<file path="config.mk">
export PLATFORM = sky130hd
export DESIGN_NAME = ice_bus
export DESIGN_NICKNAME = d
export VERILOG_FILES = /design/src/verilog/ice_proto_pkg.sv /design/src/verilog/ice_bus_pkg.sv /design/src/verilog/basics_int.sv /design/src/verilog/gpio_int.sv /design/src/verilog/ice_bus.sv /design/src/verilog/ice_bus_controller.sv
export VERILOG_INCLUDE_DIRS = /design/src /design/src/verilog
export SDC_FILE = /design/constraint.sdc
export NUM_CORES = 1
export LEC_CHECK = 0
export ABC_AREA = 0
export BUFFER_PORTS_ARGS = -buffer_cell sky130_fd_sc_hd__buf_2
export CORE_ASPECT_RATIO = 1.75
export CORE_MARGIN = 4
export CORE_UTILIZATION = 35
export DETAILED_ROUTE_END_ITERATION = 12
export GPL_TIMING_DRIVEN = 0
export MAX_ROUTING_LAYER = met4
export SYNTH_ARGS = -nofsm -noshare
export SYNTH_HDL_FRONTEND = slang
export SYNTH_HIERARCHICAL = 1
export SYNTH_SLANG_ARGS = --single-unit
export TNS_END_PERCENT = 20
</file>
<file path="constraint.sdc">
create_clock -name reset -period 2 [get_ports reset]
set_clock_uncertainty 0.05 [all_clocks]
set_input_delay 0.1 -clock reset [delete_from_list [all_inputs] [get_ports reset]]
set_output_delay 0.1 -clock reset [all_outputs]
set_load 0.005 [all_outputs]
</file>
<file path="src/verilog/ice_settings.svh">
`ifndef ICE_SETTINGS_SVH
`define ICE_SETTINGS_SVH

// Slave-bus requesters
// Index 0 is basics, index 1 is GPIO
`define ICE_NUM_DEV 2

// GPIO pins on the board header
`define ICE_GPIO_WIDTH 8

// Version query reply bytes
`define ICE_VERSION_MAJOR 8'h02
`define ICE_VERSION_MINOR 8'h05

// Largest accepted length byte
// Longer frames are consumed but answered with a NAK
`define ICE_MAX_PAYLOAD 4

`endif
</file>
<file path="src/verilog/ice_proto_pkg.sv">
`include "ice_settings.svh"

package ice_proto_pkg;

	// One character on the host stream
	typedef logic [7:0] ice_char_t;

	// Command codes, ASCII letters on the wire
	typedef enum logic [7:0] {
		CMD_VERSION = 8'h56,
		CMD_SET     = 8'h53,
		CMD_GET     = 8'h47,
		CMD_EVENT   = 8'h45
	} cmd_e;

	// First byte of every response
	typedef enum logic [7:0] {
		RESP_ACK = 8'h41,
		RESP_NAK = 8'h4e
	} resp_e;

	// GPIO setting selector, first payload byte of set/get
	typedef enum logic [7:0] {
		SEL_LEVEL      = 8'd0,
		SEL_DIRECTION  = 8'd1,
		SEL_INT_ENABLE = 8'd2
	} sel_e;

endpackage

</file>
<file path="src/verilog/ice_bus_pkg.sv">
`include "ice_settings.svh"

package ice_bus_pkg;

	// One bit per GPIO pin
	typedef logic [`ICE_GPIO_WIDTH-1:0] gpio_vec_t;

	// GPIO settings held by basics
	typedef struct packed {
		gpio_vec_t level;
		gpio_vec_t direction;
		gpio_vec_t int_enable;
	} gpio_cfg_t;

	// Master broadcast bus
	// Header cycle carries the event id on data with data_valid low
	typedef struct packed {
		logic                     frame_valid;
		logic                     data_valid;
		ice_proto_pkg::cmd_e      cmd;
		ice_proto_pkg::ice_char_t data;
	} ma_bus_t;

	// One response byte from a slave
	typedef struct packed {
		ice_proto_pkg::ice_char_t data;
		logic                     last;
	} sl_beat_t;

endpackage

</file>
<file path="src/verilog/basics_int.sv">
`timescale 1ns/1ps
`include "ice_settings.svh"

module basics_int (
	input  logic                   reset,
	input  logic                   clk,
	input  ice_bus_pkg::ma_bus_t   ma_bus,
	input  logic                   unknown,
	output logic                   sl_request,
	output logic                   sl_valid,
	output ice_bus_pkg::sl_beat_t  sl_beat,
	input  logic                   sl_grant,
	input  logic                   sl_ready,
	output ice_bus_pkg::gpio_cfg_t gpio_cfg
);

	logic                     fv_q;
	logic                     frame_start;
	logic                     frame_end;
	logic                     pl_idx;
	ice_proto_pkg::cmd_e      cmd_q;
	ice_proto_pkg::ice_char_t evt_id;
	ice_proto_pkg::ice_char_t pl [2];
	ice_proto_pkg::ice_char_t rsp [5];
	ice_proto_pkg::ice_char_t rsp_next [5];
	ice_proto_pkg::ice_char_t field;
	logic [2:0]               last_idx;
	logic [2:0]               last_next;
	logic [2:0]               tx_idx;
	logic                     sel_bad;
	logic                     nak;
	logic                     do_set;

	assign frame_start = ma_bus.frame_valid & ~fv_q;
	assign frame_end = fv_q & ~ma_bus.frame_valid;

	// Selector only matters for set and get
	assign sel_bad = (cmd_q == ice_proto_pkg::CMD_SET || cmd_q == ice_proto_pkg::CMD_GET) &&
		(pl[0] > ice_proto_pkg::SEL_INT_ENABLE);
	assign nak = unknown | sel_bad;
	assign do_set = frame_end & ~nak & (cmd_q == ice_proto_pkg::CMD_SET);

	// Selected setting for a get
	always_comb begin
		case (pl[0])
			ice_proto_pkg::SEL_LEVEL:     field = ice_proto_pkg::ice_char_t'(gpio_cfg.level);
			ice_proto_pkg::SEL_DIRECTION: field = ice_proto_pkg::ice_char_t'(gpio_cfg.direction);
			default:                      field = ice_proto_pkg::ice_char_t'(gpio_cfg.int_enable);
		endcase
	end

	// Response bytes, ACK with no payload unless noted
	always_comb begin
		rsp_next[0] = ice_proto_pkg::RESP_ACK;
		rsp_next[1] = evt_id;
		rsp_next[2] = 8'd0;
		rsp_next[3] = `ICE_VERSION_MAJOR;
		rsp_next[4] = `ICE_VERSION_MINOR;
		last_next = 3'd2;
		if (nak) begin
			rsp_next[0] = ice_proto_pkg::RESP_NAK;
		end else if (cmd_q == ice_proto_pkg::CMD_VERSION) begin
			rsp_next[2] = 8'd2;
			last_next = 3'd4;
		end else if (cmd_q == ice_proto_pkg::CMD_GET) begin
			rsp_next[2] = 8'd1;
			rsp_next[3] = field;
			last_next = 3'd3;
		end
	end

	always_ff @(posedge reset or posedge clk) begin
		if (clk) begin
			fv_q <= 1'b0;
			pl_idx <= 1'b0;
			sl_request <= 1'b0;
			tx_idx <= '0;
			gpio_cfg <= '0;
		end else begin
			fv_q <= ma_bus.frame_valid;
			if (frame_start) begin
				pl_idx <= 1'b0;
			end else if (ma_bus.data_valid) begin
				pl_idx <= ~pl_idx;
			end
			// Second payload byte is the new value
			if (do_set) begin
				case (pl[0])
					ice_proto_pkg::SEL_LEVEL:     gpio_cfg.level <= ice_bus_pkg::gpio_vec_t'(pl[1]);
					ice_proto_pkg::SEL_DIRECTION: gpio_cfg.direction <= ice_bus_pkg::gpio_vec_t'(pl[1]);
					default:                      gpio_cfg.int_enable <= ice_bus_pkg::gpio_vec_t'(pl[1]);
				endcase
			end
			// Request held until the last beat leaves
			if (frame_end) begin
				sl_request <= 1'b1;
				tx_idx <= '0;
			end else if (sl_valid && sl_ready) begin
				if (sl_beat.last) begin
					sl_request <= 1'b0;
				end else begin
					tx_idx <= tx_idx + 3'd1;
				end
			end
		end
	end

	// Frame contents and response buffer
	always_ff @(posedge reset) begin
		if (frame_start) begin
			cmd_q <= ma_bus.cmd;
			evt_id <= ma_bus.data;
		end
		if (ma_bus.data_valid) begin
			pl[pl_idx] <= ma_bus.data;
		end
		if (frame_end) begin
			rsp <= rsp_next;
			last_idx <= last_next;
		end
	end

	assign sl_valid = sl_request & sl_grant;

	always_comb begin
		sl_beat.data = rsp[tx_idx];
		sl_beat.last = (tx_idx == last_idx);
	end

endmodule

</file>
<file path="src/verilog/gpio_int.sv">
`timescale 1ns/1ps

module gpio_int (
	input  logic                   reset,
	input  logic                   clk,
	input  ice_bus_pkg::gpio_cfg_t gpio_cfg,
	input  ice_bus_pkg::gpio_vec_t gpio_in,
	output ice_bus_pkg::gpio_vec_t gpio_out,
	output ice_bus_pkg::gpio_vec_t gpio_oe,
	output logic                   sl_request,
	output logic                   sl_valid,
	output ice_bus_pkg::sl_beat_t  sl_beat,
	input  logic                   sl_grant,
	input  logic                   sl_ready
);

	ice_bus_pkg::gpio_vec_t   sync1;
	ice_bus_pkg::gpio_vec_t   sync2;
	ice_bus_pkg::gpio_vec_t   sync3;
	ice_bus_pkg::gpio_vec_t   rise;
	ice_bus_pkg::gpio_vec_t   pending;
	ice_bus_pkg::gpio_vec_t   mask_q;
	ice_bus_pkg::gpio_vec_t   in_q;
	ice_proto_pkg::ice_char_t evt_ctr;
	logic [2:0]               tx_idx;
	logic                     snap;

	// Rising edges on interrupt-enabled pins only
	assign rise = sync2 & ~sync3 & gpio_cfg.int_enable;
	// Start a new event frame once the previous one is gone
	assign snap = (pending != '0) & ~sl_request;

	always_ff @(posedge reset or posedge clk) begin
		if (clk) begin
			gpio_out <= '0;
			gpio_oe <= '0;
			sync1 <= '0;
			sync2 <= '0;
			sync3 <= '0;
			pending <= '0;
			evt_ctr <= '0;
			sl_request <= 1'b0;
			tx_idx <= '0;
		end else begin
			gpio_out <= gpio_cfg.level;
			gpio_oe <= gpio_cfg.direction;
			// Two-flop synchronizer, third flop for the edge
			sync1 <= gpio_in;
			sync2 <= sync1;
			sync3 <= sync2;
			if (snap) begin
				// Edges in this cycle go to the next frame
				pending <= rise;
				evt_ctr <= evt_ctr + 8'd1;
				sl_request <= 1'b1;
				tx_idx <= '0;
			end else begin
				pending <= pending | rise;
				if (sl_valid && sl_ready) begin
					if (sl_beat.last) begin
						sl_request <= 1'b0;
					end else begin
						tx_idx <= tx_idx + 3'd1;
					end
				end
			end
		end
	end

	// Event payload captured at snapshot
	always_ff @(posedge reset) begin
		if (snap) begin
			mask_q <= pending;
			in_q <= sync2;
		end
	end

	assign sl_valid = sl_request & sl_grant;

	// Event frame: E, tag, length 2, mask, inputs
	always_comb begin
		sl_beat.last = (tx_idx == 3'd4);
		case (tx_idx)
			3'd0:    sl_beat.data = ice_proto_pkg::CMD_EVENT;
			3'd1:    sl_beat.data = evt_ctr;
			3'd2:    sl_beat.data = 8'd2;
			3'd3:    sl_beat.data = ice_proto_pkg::ice_char_t'(mask_q);
			default: sl_beat.data = ice_proto_pkg::ice_char_t'(in_q);
		endcase
	end

endmodule

</file>
<file path="src/verilog/ice_bus.sv">
`timescale 1ns/1ps
`include "ice_settings.svh"

module ice_bus (
	input  logic                     reset,
	input  logic                     clk,
	input  ice_proto_pkg::ice_char_t rx_char,
	input  logic                     rx_valid,
	output logic                     rx_ready,
	output ice_proto_pkg::ice_char_t tx_char,
	output logic                     tx_valid,
	input  logic                     tx_ready,
	input  ice_bus_pkg::gpio_vec_t   gpio_in,
	output ice_bus_pkg::gpio_vec_t   gpio_out,
	output ice_bus_pkg::gpio_vec_t   gpio_oe
);

	ice_bus_pkg::ma_bus_t                          ma_bus;
	logic                                          unknown;
	logic [`ICE_NUM_DEV-1:0]                       sl_request;
	logic [`ICE_NUM_DEV-1:0]                       sl_grant;
	logic [`ICE_NUM_DEV-1:0]                       sl_valid;
	ice_bus_pkg::sl_beat_t [`ICE_NUM_DEV-1:0]      sl_beat;
	logic                                          sl_ready;
	ice_bus_pkg::gpio_cfg_t                        gpio_cfg;

	// Host framing, broadcast and response arbitration
	ice_bus_controller #(
		.num_dev(`ICE_NUM_DEV)
	) ctrl0 (
		.reset(reset),
		.clk(clk),
		.rx_char(rx_char),
		.rx_valid(rx_valid),
		.rx_ready(rx_ready),
		.tx_char(tx_char),
		.tx_valid(tx_valid),
		.tx_ready(tx_ready),
		.ma_bus(ma_bus),
		.unknown(unknown),
		.sl_request(sl_request),
		.sl_grant(sl_grant),
		.sl_beat(sl_beat),
		.sl_valid(sl_valid),
		.sl_ready(sl_ready)
	);

	// Slave 0, highest priority
	basics_int bi0 (
		.reset(reset),
		.clk(clk),
		.ma_bus(ma_bus),
		.unknown(unknown),
		.sl_request(sl_request[0]),
		.sl_valid(sl_valid[0]),
		.sl_beat(sl_beat[0]),
		.sl_grant(sl_grant[0]),
		.sl_ready(sl_ready),
		.gpio_cfg(gpio_cfg)
	);

	// Slave 1, unsolicited events
	gpio_int gi1 (
		.reset(reset),
		.clk(clk),
		.gpio_cfg(gpio_cfg),
		.gpio_in(gpio_in),
		.gpio_out(gpio_out),
		.gpio_oe(gpio_oe),
		.sl_request(sl_request[1]),
		.sl_valid(sl_valid[1]),
		.sl_beat(sl_beat[1]),
		.sl_grant(sl_grant[1]),
		.sl_ready(sl_ready)
	);

endmodule

</file>
<file path="src/verilog/ice_bus_controller.sv">
`timescale 1ns/1ps
`include "ice_settings.svh"

module ice_bus_controller #(
	parameter int num_dev = `ICE_NUM_DEV
) (
	input  logic                                 reset,
	input  logic                                 clk,
	input  ice_proto_pkg::ice_char_t             rx_char,
	input  logic                                 rx_valid,
	output logic                                 rx_ready,
	output ice_proto_pkg::ice_char_t             tx_char,
	output logic                                 tx_valid,
	input  logic                                 tx_ready,
	output ice_bus_pkg::ma_bus_t                 ma_bus,
	output logic                                 unknown,
	input  logic [num_dev-1:0]                   sl_request,
	output logic [num_dev-1:0]                   sl_grant,
	input  ice_bus_pkg::sl_beat_t [num_dev-1:0]  sl_beat,
	input  logic [num_dev-1:0]                   sl_valid,
	output logic                                 sl_ready
);

	typedef enum logic [2:0] {
		ST_CMD,
		ST_ID,
		ST_LEN,
		ST_DATA,
		ST_WAIT
	} state_t;

	state_t                   state;
	ice_proto_pkg::cmd_e      cmd_q;
	ice_proto_pkg::ice_char_t id_q;
	ice_proto_pkg::ice_char_t len_cnt;
	logic                     bad_q;
	logic                     ma_last;
	logic                     rx_xfer;
	logic                     len_bad;
	logic [num_dev-1:0]       grant_next;
	ice_bus_pkg::sl_beat_t    beat_sel;
	logic                     valid_sel;
	logic                     sl_xfer;
	logic                     resp_done;

	// Host input stalls while a response is outstanding
	assign rx_ready = (state != ST_WAIT);
	assign rx_xfer = rx_valid & rx_ready;

	// Length byte checked against the command
	always_comb begin
		case (cmd_q)
			ice_proto_pkg::CMD_VERSION: len_bad = (rx_char != 8'd0);
			ice_proto_pkg::CMD_SET:     len_bad = (rx_char != 8'd2);
			ice_proto_pkg::CMD_GET:     len_bad = (rx_char != 8'd1);
			default:                    len_bad = 1'b1;
		endcase
		if (rx_char > `ICE_MAX_PAYLOAD) begin
			len_bad = 1'b1;
		end
	end

	// Frame parser and master-bus driver
	always_ff @(posedge reset or posedge clk) begin
		if (clk) begin
			state <= ST_CMD;
			len_cnt <= '0;
			bad_q <= 1'b0;
			ma_last <= 1'b0;
			ma_bus <= '0;
			unknown <= 1'b0;
		end else begin
			ma_bus.data_valid <= 1'b0;
			unknown <= 1'b0;
			// Close the frame one cycle after its last beat
			if (ma_last) begin
				ma_bus.frame_valid <= 1'b0;
				unknown <= bad_q;
				ma_last <= 1'b0;
			end
			case (state)
				ST_CMD: begin
					if (rx_xfer) begin
						state <= ST_ID;
					end
				end
				ST_ID: begin
					if (rx_xfer) begin
						state <= ST_LEN;
					end
				end
				ST_LEN: begin
					if (rx_xfer) begin
						// Header beat, event id on data
						ma_bus.frame_valid <= 1'b1;
						ma_bus.cmd <= cmd_q;
						ma_bus.data <= id_q;
						len_cnt <= rx_char;
						bad_q <= len_bad;
						ma_last <= (rx_char == 8'd0);
						state <= (rx_char == 8'd0) ? ST_WAIT : ST_DATA;
					end
				end
				ST_DATA: begin
					if (rx_xfer) begin
						ma_bus.data <= rx_char;
						ma_bus.data_valid <= 1'b1;
						len_cnt <= len_cnt - 8'd1;
						if (len_cnt == 8'd1) begin
							ma_last <= 1'b1;
							state <= ST_WAIT;
						end
					end
				end
				default: begin
					// Wait for the last basics beat
					if (resp_done) begin
						state <= ST_CMD;
					end
				end
			endcase
		end
	end

	// Header bytes held until the length arrives
	always_ff @(posedge reset) begin
		if (rx_xfer && state == ST_CMD) begin
			cmd_q <= ice_proto_pkg::cmd_e'(rx_char);
		end
		if (rx_xfer && state == ST_ID) begin
			id_q <= rx_char;
		end
	end

	// Fixed priority, lowest index wins
	always_comb begin
		grant_next = '0;
		for (int i = num_dev - 1; i >= 0; i--) begin
			if (sl_request[i]) begin
				grant_next = '0;
				grant_next[i] = 1'b1;
			end
		end
	end

	// Beat mux by grant
	always_comb begin
		beat_sel = '0;
		valid_sel = 1'b0;
		for (int i = 0; i < num_dev; i++) begin
			if (sl_grant[i]) begin
				beat_sel = sl_beat[i];
				valid_sel = sl_valid[i];
			end
		end
	end

	// Output register free or draining this cycle
	assign sl_ready = ~tx_valid | tx_ready;
	assign sl_xfer = valid_sel & sl_ready;
	assign resp_done = sl_xfer & sl_grant[0] & beat_sel.last;

	// Grant held for a whole slave frame
	always_ff @(posedge reset or posedge clk) begin
		if (clk) begin
			sl_grant <= '0;
			tx_valid <= 1'b0;
		end else begin
			if (sl_grant == '0) begin
				sl_grant <= grant_next;
			end else if (sl_xfer && beat_sel.last) begin
				sl_grant <= '0;
			end
			if (sl_xfer) begin
				tx_valid <= 1'b1;
			end else if (tx_ready) begin
				tx_valid <= 1'b0;
			end
		end
	end

	always_ff @(posedge reset) begin
		if (sl_xfer) begin
			tx_char <= beat_sel.data;
		end
	end

endmodule

</file>
==> run summary <==
status = finished, violations left
violated checks = negative setup slack
ANT cells = 0
Worst Path Required = 2.19 ns
Slew Limit Fails = 0
post-DP HPWL = 12,970 microns
TritonCTS clock tree = done
asr flop ratio synth = 57.34%
Post-synth top flop = dfrtp_1
largest net degree at the start of global routing = 43
Worst path max stage delay = 0.59 ns
gr usage total = 14.31%
critical path endpoint category = register
drt pass-1 iters = 5
vias post-DR = 5,227
Final Net Count = 759
input/output buffers = 44
RSZ-0062 raised after global routing = true
Rel. slew slack = 42.31%
Die Y = 217.4 microns
sequential fraction of the synthesis area = 67.54%
fin worst setup slack = -0.1154 ns
Netlist cell types = 73
root buf cell = clkbuf_16
worst min-delay path class = in2async
Fin. Hold Viols = 0
number of global-route vias before repair = 5,720
deepest clock path buffer count = 3
Cell Pwr Density = 930.2 nW/um^2
row count = 76
Max IR drop VDD = 0.5711 mV
syn_area_per_cell = 13.87 sq um
fraction of layout cells with a size suffix above 1 = 25.50%
Worst EP arrival = 2.31 ns
Yosys reg bits = 218
area share of the largest cell type after synthesis = 35.68%
final setup fails = 32
drt initial violations = 137
Syn. warnings = 6
routed len/inst = 17.75 microns
most common cell after layout, fill and taps aside = dfrtp_1
commonest cells after routing, fill and taps aside = 122 x dfrtp_1, 93 x edfxtp_1, 56 x nand2_1, 50 x buf_2, 37 x nor2_1
EDFF count, synth = 93
TritonCTS Buffers = 22
ranking of synthesized cells by area = dfrtp_1 36%, edfxtp_1 32%, mux2_2 5.0%, nand2_1 2.4%, mux2i_1 1.6%
minimum clock period = 2.115 ns
CP Cell Sequence = nor4_4 > nand3_2 > or4b_4 > a211o_1
Starting Density = 35.59%
Final Instance Area = 10,800 sq um
RePlAce Congestion = 0.9169
placed inst area = 9433 sq um
Lkg Pwr = 4.528 nW
first-pass GRT wire length = 30,540 microns
worst slew pin tran = 0.8614 ns
Total Wirelength = 18,770 microns
Area Growth Syn to Fin = 23.21%
Filler Cell Count = 2,211
fin crit share = 105.8%
ANT nets after route = 0
I/O pin count = 46
leading area contributor after synthesis = dfrtp_1
Vias/cell = 4.945
MaxCap Viol Count = 0
Critical Path Fanout Max = 5
Crit Path Category = reg2reg
worst skew pair latency = 0.50 ns
total grt overflow = 0
CTS sink count = 218
Post-Synthesis Net Count = 662
CTS H-tree lvls = 1
die area = 27,740 sq um
critical path's slowest cell = or4b_4
Max Fclk = 472.7 MHz
Die X = 127.6 microns
CP Launch Type = register
DRC viols = 0
core box area = 24,630 sq um
fin util = 43.85%
initial antenna violation count = 0
Mapped Cells = 632
Worst-path clk slew = 0.07 ns
Mapped Area = 8766 sq um
metrics by stage:
step	hold WS (ns)	std cells	total power, mW	setup slack [ns]	setup TNS (ns)
after floorplan	0.08143	632	5.309	-0.03429	-0.03429
after global placement	0.1603	988	5.482	-0.4919	-56.52
after detailed placement	0.1133	990	5.497	-0.4505	-18.47
after CTS	0.1370	1056	10.15	-0.1355	-3.408
after global routing	0.1130	1057	10.44	-0.1651	-4.191
final	0.09815	1057	10.05	-0.1154	-1.703
critical path: cells and delay by family, from the launching register on:
| family | cells | cell delay (ns) |
|---|---|---|
| flip-flops | 1 | 0.41 |
| AND/OR/NAND/NOR | 3 | 1.14 |
| AO/OA/AOI/OAI | 1 | 0.26 |
metal layers:
layer | vias up | global-route usage (%) | share of wire, %
li1 | 2491 | - | -
met1 | 2605 | 14.66 | 37
met2 | 101 | 27.38 | 57
met3 | 30 | 2.284 | 3.4
met4 | 0 | 4.568 | 2.1
met5 | - | - | 0
power breakdown:
part	internal (mW)	leakage (nW)	switching [mW]
sequential	4.71	2.40	0.0383
clock	2.92	0.393	1.69
combinational	0.305	1.73	0.383
total	7.94	4.53	2.11
cells by family (layout without fill, tap and decap cells):
| group | after synthesis | in the layout | synth area share, % |
|---|---|---|---|
| compound gates | 115 | 115 | 8.664 |
| xor+xnor | 14 | 14 | 1.399 |
| fa+ha+maj | 10 | 10 | 1.427 |
| buf+inv | 47 | 159 | 2.284 |
| flops | 218 | 218 | 67.54 |
| mux | 56 | 56 | 7.294 |
| simple gates | 172 | 173 | 11.39 |
flip-flops by register name (all words and copies together), names as in the netlist, 16 cells and up:
name and count:
ctrl0/ma_bus 18, bi0/gpio_cfg 24, bi0/rsp 19, bi0/pl 16
cell usage after synthesis (5+ instances only):
cell type  number
a22o_1          9
o21ai_0        28
a211oi_1       12
xnor2_1         5
nor2_1         37
ha_1           10
mux2_2         39
mux2i_1        14
nand2b_1        7
nor2b_1        10
edfxtp_1       93
a21oi_1        25
nand2_1        57
dfrtp_1       125
xor2_1          9
nor4_4          5
and2_1          6
buf_2           6
nand3_1         6
a31oi_1        11
clkbuf_1       13
inv_1          25
layout make-up:
class | instances | area (sq um) | area share (%)
plain buffers | 19 | 113.9 | 1.054
clock buffers | 29 | 608.1 | 5.630
clock inverters | 11 | 209.0 | 1.935
inverters | 25 | 93.84 | 0.8689
multi-input cells | 368 | 2854 | 26.42
flip-flops and latches | 218 | 5924 | 54.85
well taps | 312 | 390.4 | 3.614
repair buffers | 75 | 606.8 | 5.619
what timing repair did:
item,in CTS,in global routing
gates cloned,1,0
endpoints found under the hold margin,167,0
buffers inserted,9,0
gates resized for setup,41,22
endpoints found under the setup margin,54,45
pin swaps,8,4
hold buffers,19,0
worst paths after layout:
check / endpoint / from / slack (ns) / depth (start not counted)
max: bi0/rsp[9]$_SDFFCE_PP1P_ / bi0/pl[0][3]$_DFFE_PP_ / -0.12 / 4
min: bi0/fv_q$_DFF_PP0_ / clk / 0.1 / 3
max reg2reg: bi0/rsp[9]$_SDFFCE_PP1P_ / bi0/pl[0][3]$_DFFE_PP_ / -0.12 / 4
min reg2reg: gi1/sync2[7]$_DFF_PP0_ / gi1/sync1[7]$_DFF_PP0_ / 0.30 / 0
max in group asynchronous: ctrl0/ma_bus[2]$_DFFE_PP0P_ / clk / 1.06 / 3
min in group reset: gi1/sync1[7]$_DFF_PP0_ / gpio_in[7] / 0.19 / 2
(Power assumes the default switching activity.)
